--- src/vdec_macros.svh ---
// vector decode sizing: register length, scalar word, lanes and derived field widths
`ifndef VDEC_MACROS_SVH
`define VDEC_MACROS_SVH

// vector register length in bits
`define VDEC_VLEN 128

// scalar word width
`define VDEC_ELEN 32

// elements handed to execute per beat
`define VDEC_LANES 2

// element count at SEW8 with LMUL 1
`define VDEC_MAX_ELEMS (`VDEC_VLEN / 8)

// element index, vl and vstart
`define VDEC_IDX_W 5

// element offsets wrap modulo 256
`define VDEC_OFF_W 8

`endif

--- src/vdec_types_pkg.sv ---
// vector decode field types: widths, register numbers and the decode enums
`include "vdec_macros.svh"

package vdec_types_pkg;

  // scalar operand, xs1 or an extended immediate
  typedef logic [`VDEC_ELEN-1:0] word_t;

  typedef logic [`VDEC_IDX_W-1:0] elem_idx_t;

  typedef logic [`VDEC_OFF_W-1:0] offset_t;

  typedef logic [4:0] vreg_t;

  // encoding 3 is reserved
  typedef enum logic [1:0] {
    SEW8  = 2'd0,
    SEW16 = 2'd1,
    SEW32 = 2'd2
  } sew_t;

  typedef enum logic [2:0] {
    ALU_ADD,
    ALU_SUB,
    ALU_AND,
    ALU_OR,
    ALU_XOR,
    ALU_SLIDE
  } alu_op_t;

  // how a lane offset is formed from the element index
  typedef enum logic [2:0] {
    SRC_NORMAL,
    SRC_IDX_PLUS_AMT,
    SRC_IDX_PLUS_1,
    SRC_IDX_MINUS_1
  } offset_src_t;

  // input four-phase handshake
  typedef enum logic [1:0] {
    CTRL_IDLE,
    CTRL_ACK,
    CTRL_WAIT_REQ_LOW
  } ctrl_state_t;

endpackage

--- src/vdec_stage_pkg.sv ---
// vector decode stage payloads passed between the pipeline stages and at the ports
`include "vdec_macros.svh"

package vdec_stage_pkg;

  import vdec_types_pkg::*;

  typedef struct packed {
    word_t instr;
    word_t xs1;
  } fetch_req_t;

  typedef struct packed {
    sew_t      sew;
    elem_idx_t vl;
    elem_idx_t vstart;
  } csr_state_t;

  // one classified instruction
  typedef struct packed {
    alu_op_t     alu_op;
    sew_t        eew;
    vreg_t       vd;
    vreg_t       vs1;
    vreg_t       vs2;
    logic        vm;
    offset_src_t vs2_src;
    offset_src_t vd_src;
    offset_t     amount;
    word_t       operand;
    logic        slide1down;
  } decoded_op_t;

  typedef struct packed {
    decoded_op_t op;
    elem_idx_t   idx;
    logic        last;
  } element_beat_t;

  // what execute sees for each beat
  typedef struct packed {
    alu_op_t                      alu_op;
    sew_t                         eew;
    vreg_t                        vd;
    vreg_t                        vs1;
    vreg_t                        vs2;
    word_t                        operand;
    offset_t [`VDEC_LANES-1:0]    vs2_offset;
    offset_t [`VDEC_LANES-1:0]    woffset;
    logic [`VDEC_LANES-1:0]       wen;
    logic [`VDEC_LANES-1:0]       scalar_insert;
    logic                         last;
  } exec_beat_t;

endpackage

--- src/element_counter.sv ---
// element counter: walks the element index from vstart to vl, two lanes per beat
`timescale 1ns/1ps
`include "vdec_macros.svh"

module element_counter (
  input  logic                          CLK,
  input  logic                          nRST,
  input  logic                          flush,
  input  vdec_stage_pkg::csr_state_t    csr,
  input  logic                          op_valid,
  input  vdec_stage_pkg::decoded_op_t   op,
  output logic                          op_ready,
  output logic                          beat_valid,
  output vdec_stage_pkg::element_beat_t beat,
  input  logic                          beat_ready
);

  import vdec_types_pkg::*;
  import vdec_stage_pkg::*;

  decoded_op_t op_q;
  elem_idx_t   idx;
  elem_idx_t   next_idx;
  logic        busy;
  logic        last;
  logic        fire;
  logic        accept;

  // idx stays below vl so the sum cannot wrap
  assign next_idx = idx + elem_idx_t'(`VDEC_LANES);
  assign last     = (next_idx >= csr.vl);

  assign fire     = busy && beat_ready;
  assign op_ready = !busy || (fire && last);
  assign accept   = op_valid && op_ready;

  assign beat_valid = busy;
  assign beat.op    = op_q;
  assign beat.idx   = idx;
  assign beat.last  = last;

  always_ff @(posedge CLK, negedge nRST) begin
    if (!nRST) begin
      busy <= 1'b0;
    end else if (flush) begin
      busy <= 1'b0;
    end else if (accept) begin
      // nothing to do when vstart is already at or past vl
      busy <= (csr.vstart < csr.vl);
    end else if (fire && last) begin
      busy <= 1'b0;
    end
  end

  always_ff @(posedge CLK) begin
    if (accept) begin
      op_q <= op;
      idx  <= csr.vstart;
    end else if (fire) begin
      idx <= next_idx;
    end
  end

endmodule

--- src/operand_offset_gen.sv ---
// operand offset generator for per-lane offsets, write enables and the output handshake
`timescale 1ns/1ps
`include "vdec_macros.svh"

module operand_offset_gen (
  input  logic                          CLK,
  input  logic                          nRST,
  input  logic                          flush,
  input  vdec_stage_pkg::csr_state_t    csr,
  input  logic [`VDEC_MAX_ELEMS-1:0]    mask_v0,
  input  logic                          beat_valid,
  input  vdec_stage_pkg::element_beat_t beat,
  output logic                          beat_ready,
  output logic                          out_req,
  output vdec_stage_pkg::exec_beat_t    out_beat,
  input  logic                          out_ack
);

  import vdec_types_pkg::*;
  import vdec_stage_pkg::*;

  localparam int MASK_SEL_W = $clog2(`VDEC_MAX_ELEMS);

  exec_beat_t next_beat;
  offset_t    vl_off;
  logic       load;

  assign vl_off = offset_t'(csr.vl);

  function automatic offset_t lane_offset(input offset_src_t src, input offset_t e,
                                          input offset_t amount);
    offset_t res;
    case (src)
      SRC_IDX_PLUS_AMT: res = e + amount;
      SRC_IDX_PLUS_1:   res = e + offset_t'(1);
      default:          res = e;
    endcase
    return res;
  endfunction

  always_comb begin
    offset_t e;
    next_beat.alu_op  = beat.op.alu_op;
    next_beat.eew     = beat.op.eew;
    next_beat.vd      = beat.op.vd;
    next_beat.vs1     = beat.op.vs1;
    next_beat.vs2     = beat.op.vs2;
    next_beat.operand = beat.op.operand;
    next_beat.last    = beat.last;
    for (int k = 0; k < `VDEC_LANES; k++) begin
      e = offset_t'(beat.idx) + offset_t'(k);
      next_beat.vs2_offset[k] = lane_offset(beat.op.vs2_src, e, beat.op.amount);
      next_beat.woffset[k]    = lane_offset(beat.op.vd_src, e, beat.op.amount);
      // tail lane of an odd final beat falls outside vl
      next_beat.wen[k] = (e < vl_off) && (beat.op.vm || mask_v0[e[MASK_SEL_W-1:0]]);
      // slide1down takes xs1 at element vl-1, whose source sits at vl
      next_beat.scalar_insert[k] = beat.op.slide1down && (next_beat.vs2_offset[k] == vl_off);
    end
  end

  // next beat only once the previous handshake has fully returned to zero
  assign beat_ready = !out_req && !out_ack;
  assign load       = beat_valid && beat_ready && !flush;

  always_ff @(posedge CLK, negedge nRST) begin
    if (!nRST) begin
      out_req <= 1'b0;
    end else if (load) begin
      out_req <= 1'b1;
    end else if (out_req && out_ack) begin
      out_req <= 1'b0;
    end
  end

  always_ff @(posedge CLK) begin
    if (load) begin
      out_beat <= next_beat;
    end
  end

endmodule

--- src/vector_control_unit.sv ---
// vector control unit: input handshake, instruction classification and operand selection
`timescale 1ns/1ps
`include "vdec_macros.svh"

module vector_control_unit (
  input  logic                       CLK,
  input  logic                       nRST,
  input  logic                       flush,
  input  logic                       in_req,
  input  vdec_stage_pkg::fetch_req_t in_data,
  input  vdec_stage_pkg::csr_state_t csr,
  output logic                       in_ack,
  output logic                       illegal,
  output logic                       op_valid,
  output vdec_stage_pkg::decoded_op_t op,
  input  logic                       op_ready
);

  import vdec_types_pkg::*;
  import vdec_stage_pkg::*;

  localparam logic [6:0] OPC_OPV  = 7'b1010111;
  localparam logic [2:0] F3_OPIVV = 3'b000;
  localparam logic [2:0] F3_OPMVV = 3'b010;
  localparam logic [2:0] F3_OPIVI = 3'b011;
  localparam logic [2:0] F3_OPIVX = 3'b100;
  localparam logic [2:0] F3_OPMVX = 3'b110;

  localparam logic [5:0] F6_VADD       = 6'b000000;
  localparam logic [5:0] F6_VSUB       = 6'b000010;
  localparam logic [5:0] F6_VAND       = 6'b001001;
  localparam logic [5:0] F6_VOR        = 6'b001010;
  localparam logic [5:0] F6_VXOR       = 6'b001011;
  localparam logic [5:0] F6_VSLIDEUP   = 6'b001110;
  localparam logic [5:0] F6_VSLIDEDOWN = 6'b001111;
  localparam logic [5:0] F6_VWADDU     = 6'b110000;

  ctrl_state_t state, next_state;
  decoded_op_t dec;
  logic        dec_legal;
  logic        illegal_q;
  logic        space;
  logic        take;
  word_t       sext_imm, zext_imm;
  logic [6:0]  opcode;
  logic [2:0]  funct3;
  logic [5:0]  funct6;
  logic [4:0]  imm5;

  assign opcode = in_data.instr[6:0];
  assign funct3 = in_data.instr[14:12];
  assign funct6 = in_data.instr[31:26];
  assign imm5   = in_data.instr[19:15];

  assign sext_imm = {{(`VDEC_ELEN-5){imm5[4]}}, imm5};
  assign zext_imm = {{(`VDEC_ELEN-5){1'b0}}, imm5};

  always_comb begin
    dec_legal      = 1'b0;
    dec            = '0;
    dec.alu_op     = ALU_ADD;
    dec.eew        = csr.sew;
    dec.vd         = in_data.instr[11:7];
    dec.vs1        = in_data.instr[19:15];
    dec.vs2        = in_data.instr[24:20];
    dec.vm         = in_data.instr[25];
    dec.vs2_src    = SRC_NORMAL;
    dec.vd_src     = SRC_NORMAL;
    dec.slide1down = 1'b0;
    // .vv forms carry the vs1 field as operand
    dec.operand    = zext_imm;
    if (opcode == OPC_OPV) begin
      case (funct3)
        F3_OPIVV, F3_OPIVX, F3_OPIVI: begin
          dec_legal = 1'b1;
          if (funct3 == F3_OPIVX) begin
            dec.operand = in_data.xs1;
          end else if (funct3 == F3_OPIVI) begin
            dec.operand = sext_imm;
          end
          case (funct6)
            F6_VADD: dec.alu_op = ALU_ADD;
            F6_VSUB: dec.alu_op = ALU_SUB;
            F6_VAND: dec.alu_op = ALU_AND;
            F6_VOR:  dec.alu_op = ALU_OR;
            F6_VXOR: dec.alu_op = ALU_XOR;
            F6_VSLIDEUP, F6_VSLIDEDOWN: begin
              // slide amounts are unsigned
              dec.alu_op = ALU_SLIDE;
              dec_legal  = (funct3 != F3_OPIVV);
              if (funct3 == F3_OPIVI) begin
                dec.operand = zext_imm;
              end
              if (funct6 == F6_VSLIDEUP) begin
                dec.vd_src = SRC_IDX_PLUS_AMT;
              end else begin
                dec.vs2_src = SRC_IDX_PLUS_AMT;
              end
            end
            default: dec_legal = 1'b0;
          endcase
        end
        F3_OPMVV: begin
          if (funct6 == F6_VWADDU) begin
            dec_legal  = 1'b1;
            dec.alu_op = ALU_ADD;
            dec.eew    = (csr.sew == SEW8) ? SEW16 : SEW32;
          end
        end
        F3_OPMVX: begin
          dec.operand = in_data.xs1;
          dec.alu_op  = ALU_SLIDE;
          if (funct6 == F6_VSLIDEUP) begin
            dec_legal  = 1'b1;
            dec.vd_src = SRC_IDX_PLUS_1;
          end else if (funct6 == F6_VSLIDEDOWN) begin
            dec_legal      = 1'b1;
            dec.vs2_src    = SRC_IDX_PLUS_1;
            dec.slide1down = 1'b1;
          end
        end
        default: dec_legal = 1'b0;
      endcase
    end
    if (csr.sew > SEW32) begin
      dec_legal = 1'b0;
    end
    dec.amount = dec.operand[`VDEC_OFF_W-1:0];
  end

  // room when empty or draining this cycle
  assign space = !op_valid || op_ready;
  assign take  = (state == CTRL_IDLE) && in_req && space;

  always_comb begin
    next_state = state;
    case (state)
      CTRL_IDLE: begin
        if (take) begin
          next_state = CTRL_ACK;
        end
      end
      CTRL_ACK:          next_state = in_req ? CTRL_WAIT_REQ_LOW : CTRL_IDLE;
      CTRL_WAIT_REQ_LOW: next_state = in_req ? CTRL_WAIT_REQ_LOW : CTRL_IDLE;
      default:           next_state = CTRL_IDLE;
    endcase
  end

  always_ff @(posedge CLK, negedge nRST) begin
    if (!nRST) begin
      state     <= CTRL_IDLE;
      illegal_q <= 1'b0;
      op_valid  <= 1'b0;
    end else begin
      state <= next_state;
      if (take) begin
        illegal_q <= !dec_legal;
      end
      if (flush) begin
        op_valid <= 1'b0;
      end else if (take) begin
        op_valid <= dec_legal;
      end else if (op_ready) begin
        op_valid <= 1'b0;
      end
    end
  end

  always_ff @(posedge CLK) begin
    if (take) begin
      op <= dec;
    end
  end

  assign in_ack = (state != CTRL_IDLE);
  // ACK lasts exactly one cycle
  assign illegal = (state == CTRL_ACK) && illegal_q;

endmodule

--- src/vector_decode_stage.sv ---
// vector decode stage top: control unit, element counter and offset generator in a chain
`timescale 1ns/1ps
`include "vdec_macros.svh"

module vector_decode_stage (
  input  logic                       CLK,
  input  logic                       nRST,
  input  logic                       flush,
  input  logic                       in_req,
  input  vdec_stage_pkg::fetch_req_t in_data,
  output logic                       in_ack,
  output logic                       illegal,
  input  vdec_stage_pkg::csr_state_t csr,
  input  logic [`VDEC_MAX_ELEMS-1:0] mask_v0,
  output logic                       out_req,
  output vdec_stage_pkg::exec_beat_t out_beat,
  input  logic                       out_ack
);

  import vdec_stage_pkg::*;

  decoded_op_t   op;
  element_beat_t beat;
  logic          op_valid, op_ready;
  logic          beat_valid, beat_ready;

  vector_control_unit vcu (
    .CLK(CLK), .nRST(nRST), .flush(flush),
    .in_req(in_req), .in_data(in_data), .csr(csr),
    .in_ack(in_ack), .illegal(illegal),
    .op_valid(op_valid), .op(op), .op_ready(op_ready)
  );

  element_counter ele_cnt (
    .CLK(CLK), .nRST(nRST), .flush(flush), .csr(csr),
    .op_valid(op_valid), .op(op), .op_ready(op_ready),
    .beat_valid(beat_valid), .beat(beat), .beat_ready(beat_ready)
  );

  operand_offset_gen off_gen (
    .CLK(CLK), .nRST(nRST), .flush(flush), .csr(csr), .mask_v0(mask_v0),
    .beat_valid(beat_valid), .beat(beat), .beat_ready(beat_ready),
    .out_req(out_req), .out_beat(out_beat), .out_ack(out_ack)
  );

endmodule
--- config.mk ---
export PLATFORM = sky130hd
export DESIGN_NAME = vector_decode_stage
export DESIGN_NICKNAME = d
export VERILOG_FILES = /design/src/vdec_types_pkg.sv /design/src/vdec_stage_pkg.sv /design/src/element_counter.sv /design/src/operand_offset_gen.sv /design/src/vector_control_unit.sv /design/src/vector_decode_stage.sv
export VERILOG_INCLUDE_DIRS = /design/src /design/src/src
export SDC_FILE = /design/constraint.sdc
export NUM_CORES = 1
export LEC_CHECK = 0
export ABC_AREA = 0
export BUFFER_PORTS_ARGS = -buffer_cell sky130_fd_sc_hd__buf_2
export CORE_MARGIN = 4
export CORE_UTILIZATION = 41
export DETAILED_ROUTE_END_ITERATION = 8
export PLACE_DENSITY = 0.64
export SETUP_SLACK_MARGIN = 0.4
export SYNTH_ARGS = -nofsm -noshare
export SYNTH_HDL_FRONTEND = slang
export SYNTH_SLANG_ARGS = --single-unit
--- constraint.sdc ---
create_clock -name CLK -period 14.3 [get_ports CLK]
set_clock_uncertainty 0.05 [all_clocks]
set_input_delay 4.29 -clock CLK [delete_from_list [all_inputs] [get_ports CLK]]
set_output_delay 4.29 -clock CLK [all_outputs]
set_load 0.02 [all_outputs]
* Word level (Yosys, flattened, before mapping)
Index checks and enable logic that the tools add are counted.
W data, S select, Z words.
** Word-level totals
- Register bits :: 228
- Output and inout port bits :: 92
** Cells by class
- $add $sub $neg :: 5
- Mux-type cells :: 49
- Reductions and logical operators :: 38
- $lt $le $gt $ge :: 7
- Bitwise gates (word level) :: 2
- Equality and inequality tests :: 21
** Operator list (number)
- $mux W32 :: 4
- $pmux W32 S2 :: 1
- $pmux W8 S2 :: 4
- $eq A6 B4 Y1 const B :: 5
- $mux W1 :: 19
- $eq A8 B5 Y1 :: 2
- $mux W2 :: 8
- $pmux W3 S5 :: 1
- $logic_and A1 B1 Y1 :: 13
- $eq A3 B2 Y1 const B :: 4
- $pmux W6 S2 :: 1
- $lt A4 B5 Y1 const B :: 2
- $lt A5 B5 Y1 :: 2
- $mux W5 :: 2
- $pmux W3 S3 :: 1
- $reduce_bool A3 Y1 :: 3
- $add A5 B8 Y8 :: 1
- $add A8 B1 Y8 const B :: 1
- $add A8 B8 Y8 :: 1
- $bmux W1 S4 :: 2
- $lt A8 B5 Y1 :: 1
- $eq A7 B7 Y1 const B :: 1
- $add A5 B1 Y6 const B :: 1
- $eq A3 B1 Y1 const B :: 2
- other kinds (25) :: 40

* Longest topological paths before layout
- Depth in word-level cells :: 9
- Depth in mapped cells :: 14
- Mapped depth without buffers :: 11

* Modules after synthesis
A second synthesis with hierarchy kept.
** Unflattened totals
- Cells, all modules :: 674
- Area total of the unflattened synthesis :: 10098.4 µm²
** Modules (own cells, without submodules)
- operand_offset_gen :: cells an instance 372, times used 1, area each 4728.3 µm², sequential area each 2697.6 µm²
- vector_control_unit :: cells an instance 180, times used 1, area each 2728.9 µm², sequential area each 1841.8 µm²
- element_counter :: cells an instance 122, times used 1, area each 2641.3 µm², sequential area each 2217.1 µm²

* Worst setup path after synthesis
OpenSTA, ideal clock, no wires.
- Path kind :: input to register
- From :: input port flush
- To :: register, netlist name off_gen.out_beat[0]
- Cell stages on the path :: 2
- Setup slack :: 3.128 ns
- Required time :: 13.603 ns
- Library setup time :: 0.647 ns
- Buffers on the path :: 0
- Arrival :: 10.476 ns
- Cells stage by stage :: nand2b_1 > nor3_1
** Between the ends
- Longest elaborated chain between the ends :: 2
** Ends and longest elaborated chain
- start: declaration :: RTL line vector_decode_stage.sv:8 : input logic flush,
- $logic_not A1 Y1 :: RTL line operand_offset_gen.sv:63 : assign load = beat_valid && beat_ready && !flush;
- $logic_and A1 B1 Y1 :: RTL line operand_offset_gen.sv:63
- net off_gen.load :: RTL line operand_offset_gen.sv:26 : logic load;
The timed path passes the listed nets, and every way through them passes these cells.
A chain may end at the register's enable or synchronous reset.

* Worst setup path after layout
- From :: input port csr[5] (netlist bit)
- To :: register vcu.illegal_q
** Between the ends
- Longest elaborated chain between the ends :: 5
** Ends and longest elaborated chain
- start: declaration :: RTL line vector_decode_stage.sv:13 : input vdec_stage_pkg::csr_state_t csr,
- $ge A5 B5 Y1 :: RTL line element_counter.sv:31 : assign last = (next_idx >= csr.vl);
- $logic_and A1 B1 Y1 :: RTL line element_counter.sv:34 : assign op_ready = !busy || (fire && last);
- $logic_or A1 B1 Y1 :: RTL line element_counter.sv:34
- $logic_or A1 B1 Y1 :: RTL line vector_control_unit.sv:132 : assign space = !op_valid || op_ready;
- $logic_and A1 B1 Y1 :: RTL line vector_control_unit.sv:133 : assign take = (state == CTRL_IDLE) && in_req && space;
- net vcu.take :: RTL line vector_control_unit.sv:43 : logic take;
- end signal: assignment :: RTL line vector_control_unit.sv:157 : illegal_q <= !dec_legal;
- end: declaration :: RTL line vector_control_unit.sv:41 : logic illegal_q;
The timed path passes the listed nets, and every way through them passes these cells.

==> flow_results.xml <==
<?xml version="1.0" encoding="UTF-8"?>
<metrics>
  <group name="clocking">
    <metric name="total_clock_sinks" unit="">216</metric>
    <metric name="clk_transition_reported_paths" unit="ns">0.06</metric>
    <metric name="insertion_delay" unit="ns">0.51</metric>
    <metric name="cts_tree" unit="">done</metric>
    <metric name="ctsResizeCount" unit="">0</metric>
    <metric name="post-cts-setup-buffers" unit="">0</metric>
    <metric name="clock_tree_root_driver_cell" unit="">clkbuf_16</metric>
    <metric name="ctsHoldBuffers" unit="">0</metric>
    <metric name="max-clock-path-buffers" unit="">3</metric>
    <metric name="cts_htree_levels" unit="">1</metric>
    <metric name="cts-buffers-inserted" unit="">23</metric>
  </group>
  <group name="detailed_routing">
    <metric name="first_pass_iters" unit="">5</metric>
    <metric name="via_per_inst" unit="">5.08</metric>
    <metric name="route.detailed.drc" unit="">0</metric>
    <metric name="detailroute.via_count" unit="">5873</metric>
    <metric name="drt-total-wl" unit="um">20600</metric>
    <metric name="final_antenna_net_count" unit="">0</metric>
    <metric name="detailedRoute.firstIterationViolations" unit="">377</metric>
    <metric name="wl_per_cell" unit="um">17.8</metric>
  </group>
  <group name="grt">
    <metric name="initial_antenna_violation_count" unit="">0</metric>
    <metric name="overflow" unit="">0</metric>
    <metric name="grt_max_degree" unit="">65</metric>
    <metric name="globalRouteTotalUtil" unit="">0.156</metric>
    <metric name="grt_pass1_wl" unit="um">32100</metric>
    <metric name="first_global_vias" unit="">5806</metric>
  </group>
  <group name="timing">
    <metric name="slew-limit-headroom" unit="">0.329</metric>
    <metric name="grt_setup_unrepaired" unit="">false</metric>
    <metric name="fin_setup_tns" unit="ns">0</metric>
    <metric name="finalCritPeriodShare" unit="">0.465</metric>
    <metric name="maxSlewViolCount" unit="">0</metric>
    <metric name="post-route-min-period" unit="ns">6.65</metric>
    <metric name="hold_viol" unit="">0</metric>
    <metric name="setup_viol" unit="">0</metric>
    <metric name="actual_slew_at_the_worst_max_slew_pin" unit="ns">1.01</metric>
    <metric name="achievable-frequency" unit="MHz">150</metric>
    <metric name="timing.final.ws_setup" unit="ns">7.65</metric>
    <metric name="fin_worst_hold_slack" unit="ns">0.364</metric>
  </group>
  <group name="final_layout">
    <metric name="final_common_cell" unit="">edfxtp_1</metric>
    <metric name="fin_nets" unit="">991</metric>
    <metric name="final_core_util" unit="">0.507</metric>
    <metric name="area_delta_synth_final" unit="%">21.4</metric>
    <metric name="layout_common_cells" unit="">210 x edfxtp_1, 188 x buf_2, 69 x nor2_1, 40 x ha_1, 36 x a21oi_1</metric>
    <metric name="multi_input_area" unit="mm2">0.00279</metric>
    <metric name="share_of_final_layout_standard_cells_stronger_than_drive_strength_1" unit="">0.298</metric>
    <metric name="fillCellCount" unit="">1952</metric>
    <metric name="final-instance-count-excl-fill" unit="">1155</metric>
    <metric name="regArea" unit="mm2">0.00646</metric>
  </group>
  <group name="worst_setup_path">
    <metric name="critical_path_required" unit="ns">14.64</metric>
    <metric name="cp_cell_sequence" unit="">buf_2, ha_1, nand2b_1, a21o_1, a21o_1, a21oi_1, o41ai_1, and3_2, buf_4, mux2_2</metric>
    <metric name="critPathSlowestCell" unit="">buf_4</metric>
    <metric name="cp_max_fo" unit="">59</metric>
    <metric name="start_kind" unit="">input port</metric>
    <metric name="critical_path_arrival" unit="ns">6.99</metric>
    <metric name="cp-end-kind" unit="">flop</metric>
    <metric name="cp_slowest_stage_delay" unit="ns">0.59</metric>
    <metric name="critical_path_class" unit="">input port to flop</metric>
    <metric name="crit_top_cell" unit="">a21o_1</metric>
  </group>
  <group name="power_and_ir_drop">
    <metric name="power.static_leakage" unit="uW">0.00435</metric>
    <metric name="pwr_density_cell" unit="mW/mm2">124</metric>
    <metric name="maximum_resistive_drop_on_vdd" unit="V">0.0000950</metric>
  </group>
  <group name="die">
    <metric name="total_core_area" unit="mm2">0.0226</metric>
    <metric name="die_width" unit="um">160</metric>
    <metric name="initial_core_util" unit="">0.417</metric>
    <metric name="dieArea" unit="mm2">0.0255</metric>
    <metric name="die_height" unit="um">160</metric>
    <metric name="io_pins" unit="">189</metric>
    <metric name="rows" unit="">55</metric>
  </group>
  <group name="yosys">
    <metric name="synthesized_cell_area" unit="mm2">0.00945</metric>
    <metric name="post_synth_num_cell_types" unit="">68</metric>
    <metric name="mappedNetlistNets" unit="">794</metric>
    <metric name="yosys_most_used_dff" unit="">edfxtp_1</metric>
    <metric name="async_reset_ff_frac" unit="">0.0278</metric>
    <metric name="ys_warn_count" unit="">0</metric>
    <metric name="synth_edf_count" unit="">210</metric>
    <metric name="synth_instances" unit="">655</metric>
    <metric name="synth_sequential_area_ratio" unit="">0.683</metric>
    <metric name="syn_area_per_cell" unit="um2">14.4</metric>
    <metric name="flops_latches_synth" unit="">216</metric>
  </group>
  <group name="placement">
    <metric name="post_place_setup_slack" unit="ns">7.07</metric>
    <metric name="placement.io_buffers" unit="">188</metric>
    <metric name="detailedPlacementHpwl" unit="um">14700</metric>
    <metric name="post-place-cells" unit="">1112</metric>
    <metric name="gpl.final_weighted_congestion" unit="">0.859</metric>
  </group>
  <group name="run_status">
    <metric name="status" unit="">completed</metric>
  </group>
  <group name="worst_hold_path">
    <metric name="hold_path_class" unit="">flop to flop</metric>
  </group>
  <group name="job">
    <metric name="timing.max_cap.violations" unit="">0</metric>
  </group>
</metrics>
-- logic make-up (layout without fill, tap and decap cells) --
family / after synthesis / after routing / share of synthesized area
AO/OA/AOI/OAI: 124 / 124 / 0.0861
XOR/XNOR: 25 / 25 / 0.0240
flip-flops: 216 / 216 / 0.683
buffers and inverters: 52 / 266 / 0.0228
multiplexers: 21 / 21 / 0.0362
AND/OR/NAND/NOR: 175 / 175 / 0.0905
other: 0 / 1 / 0
adder cells (fa/ha/maj): 42 / 42 / 0.0572
-- report_power, final --
part / switching [uW] / total [uW] / internal (uW)
Sequential: 10.1 / 755 / 745
Combinational: 52.3 / 82.3 / 30.0
Clock: 237 / 590 / 353
-- sequential cells by signal, summed over array words and instances (netlist names) --
signal and count:
ele_cnt.idx 5, off_gen.out_req 1, ele_cnt.beat 58, vcu.op 58, vcu.op_valid 1, ele_cnt.beat_valid 1, vcu.illegal_q 1, vcu.state 2
off_gen.out_beat 89
-- routing by layer --
metal  global-route usage  up-vias  share of wire  routed length, um
met5                    0        -              0                  0
met4               0.0450        0          0.022                460
met3               0.0274       31          0.058               1200
met2                0.265      184           0.49              10000
met1                0.208     2777           0.43               8850
li1                     -     2881              -                  -
-- worst max-delay path, delay by kind of cell --
| kind | cells | cell delay, ns |
|---|---|---|
| AO/OA/AOI/OAI | 4 | 0.90 |
| adder cells (fa/ha/maj) | 1 | 0.28 |
| buffers and inverters | 2 | 0.73 |
| multiplexers | 1 | 0.41 |
| AND/OR/NAND/NOR | 2 | 0.36 |
-- cell usage after synthesis, drive strengths merged (5+ instances only) --
cell type / count / share of area
nor2b: 12 / 0.0079
a22oi: 5 / 0.0040
a31oi: 6 / 0.0040
nand2b: 13 / 0.0086
a211oi: 5 / 0.0040
nand2: 32 / 0.013
a21oi: 36 / 0.019
buf: 7 / 0.0049
ha: 40 / 0.053
nand3: 13 / 0.0069
edfxtp: 210 / 0.67
o21a: 5 / 0.0040
a221oi: 5 / 0.0046
nor2: 69 / 0.027
nor4: 5 / 0.0040
mux4: 9 / 0.022
a21o: 12 / 0.0095
clkbuf: 14 / 0.0056
dfrtp: 6 / 0.016
o21ai: 22 / 0.012
mux2: 12 / 0.014
inv: 30 / 0.012
xor2: 8 / 0.0074
nor3: 5 / 0.0032
xnor2: 17 / 0.017
-- worst paths after layout --
path                                     startpoint                            end  slack, ns  depth (start not counted)
setup / recovery                             csr[5]      vcu.illegal_q$_DFFE_PN0P_       7.65                         10
setup reg to reg           ele_cnt.idx[0]$_DFFE_PP_  off_gen.out_beat[2]$_DFFE_PP_       9.61                         11
min in group asynchronous                      nRST       vcu.state[0]$_DFFE_PN0P_       3.55                          1
hold / removal                 vcu.op[60]$_DFFE_PP_     ele_cnt.beat[66]$_DFFE_PP_       0.36                          0
max in group asynchronous                      nRST       vcu.state[1]$_DFFE_PN0P_      10.49                          1
hold reg to reg                vcu.op[60]$_DFFE_PP_     ele_cnt.beat[66]$_DFFE_PP_       0.36                          0
-- per-stage QoR --
| step | total power (uW) | area [um2] |
|---|---|---|
| finish | 1430 | 11500 |
| global route | 1490 | 11500 |
| CTS | 1450 | 11500 |
| detailed placement | 852 | 10700 |
| global placement | 849 | 10700 |
| floorplan | 813 | 9450 |
-- final cells by class --
cell class	count	area share
sequential	216	0.563
multi-input combinational	387	0.244
timing repair buffer	193	0.0853
clock buffer	27	0.0515
tap	285	0.0311
clock inverter	15	0.0152
inverter	31	0.0101
antenna	1	0.000218
No activity file was read; power rests on OpenSTA's default activity.
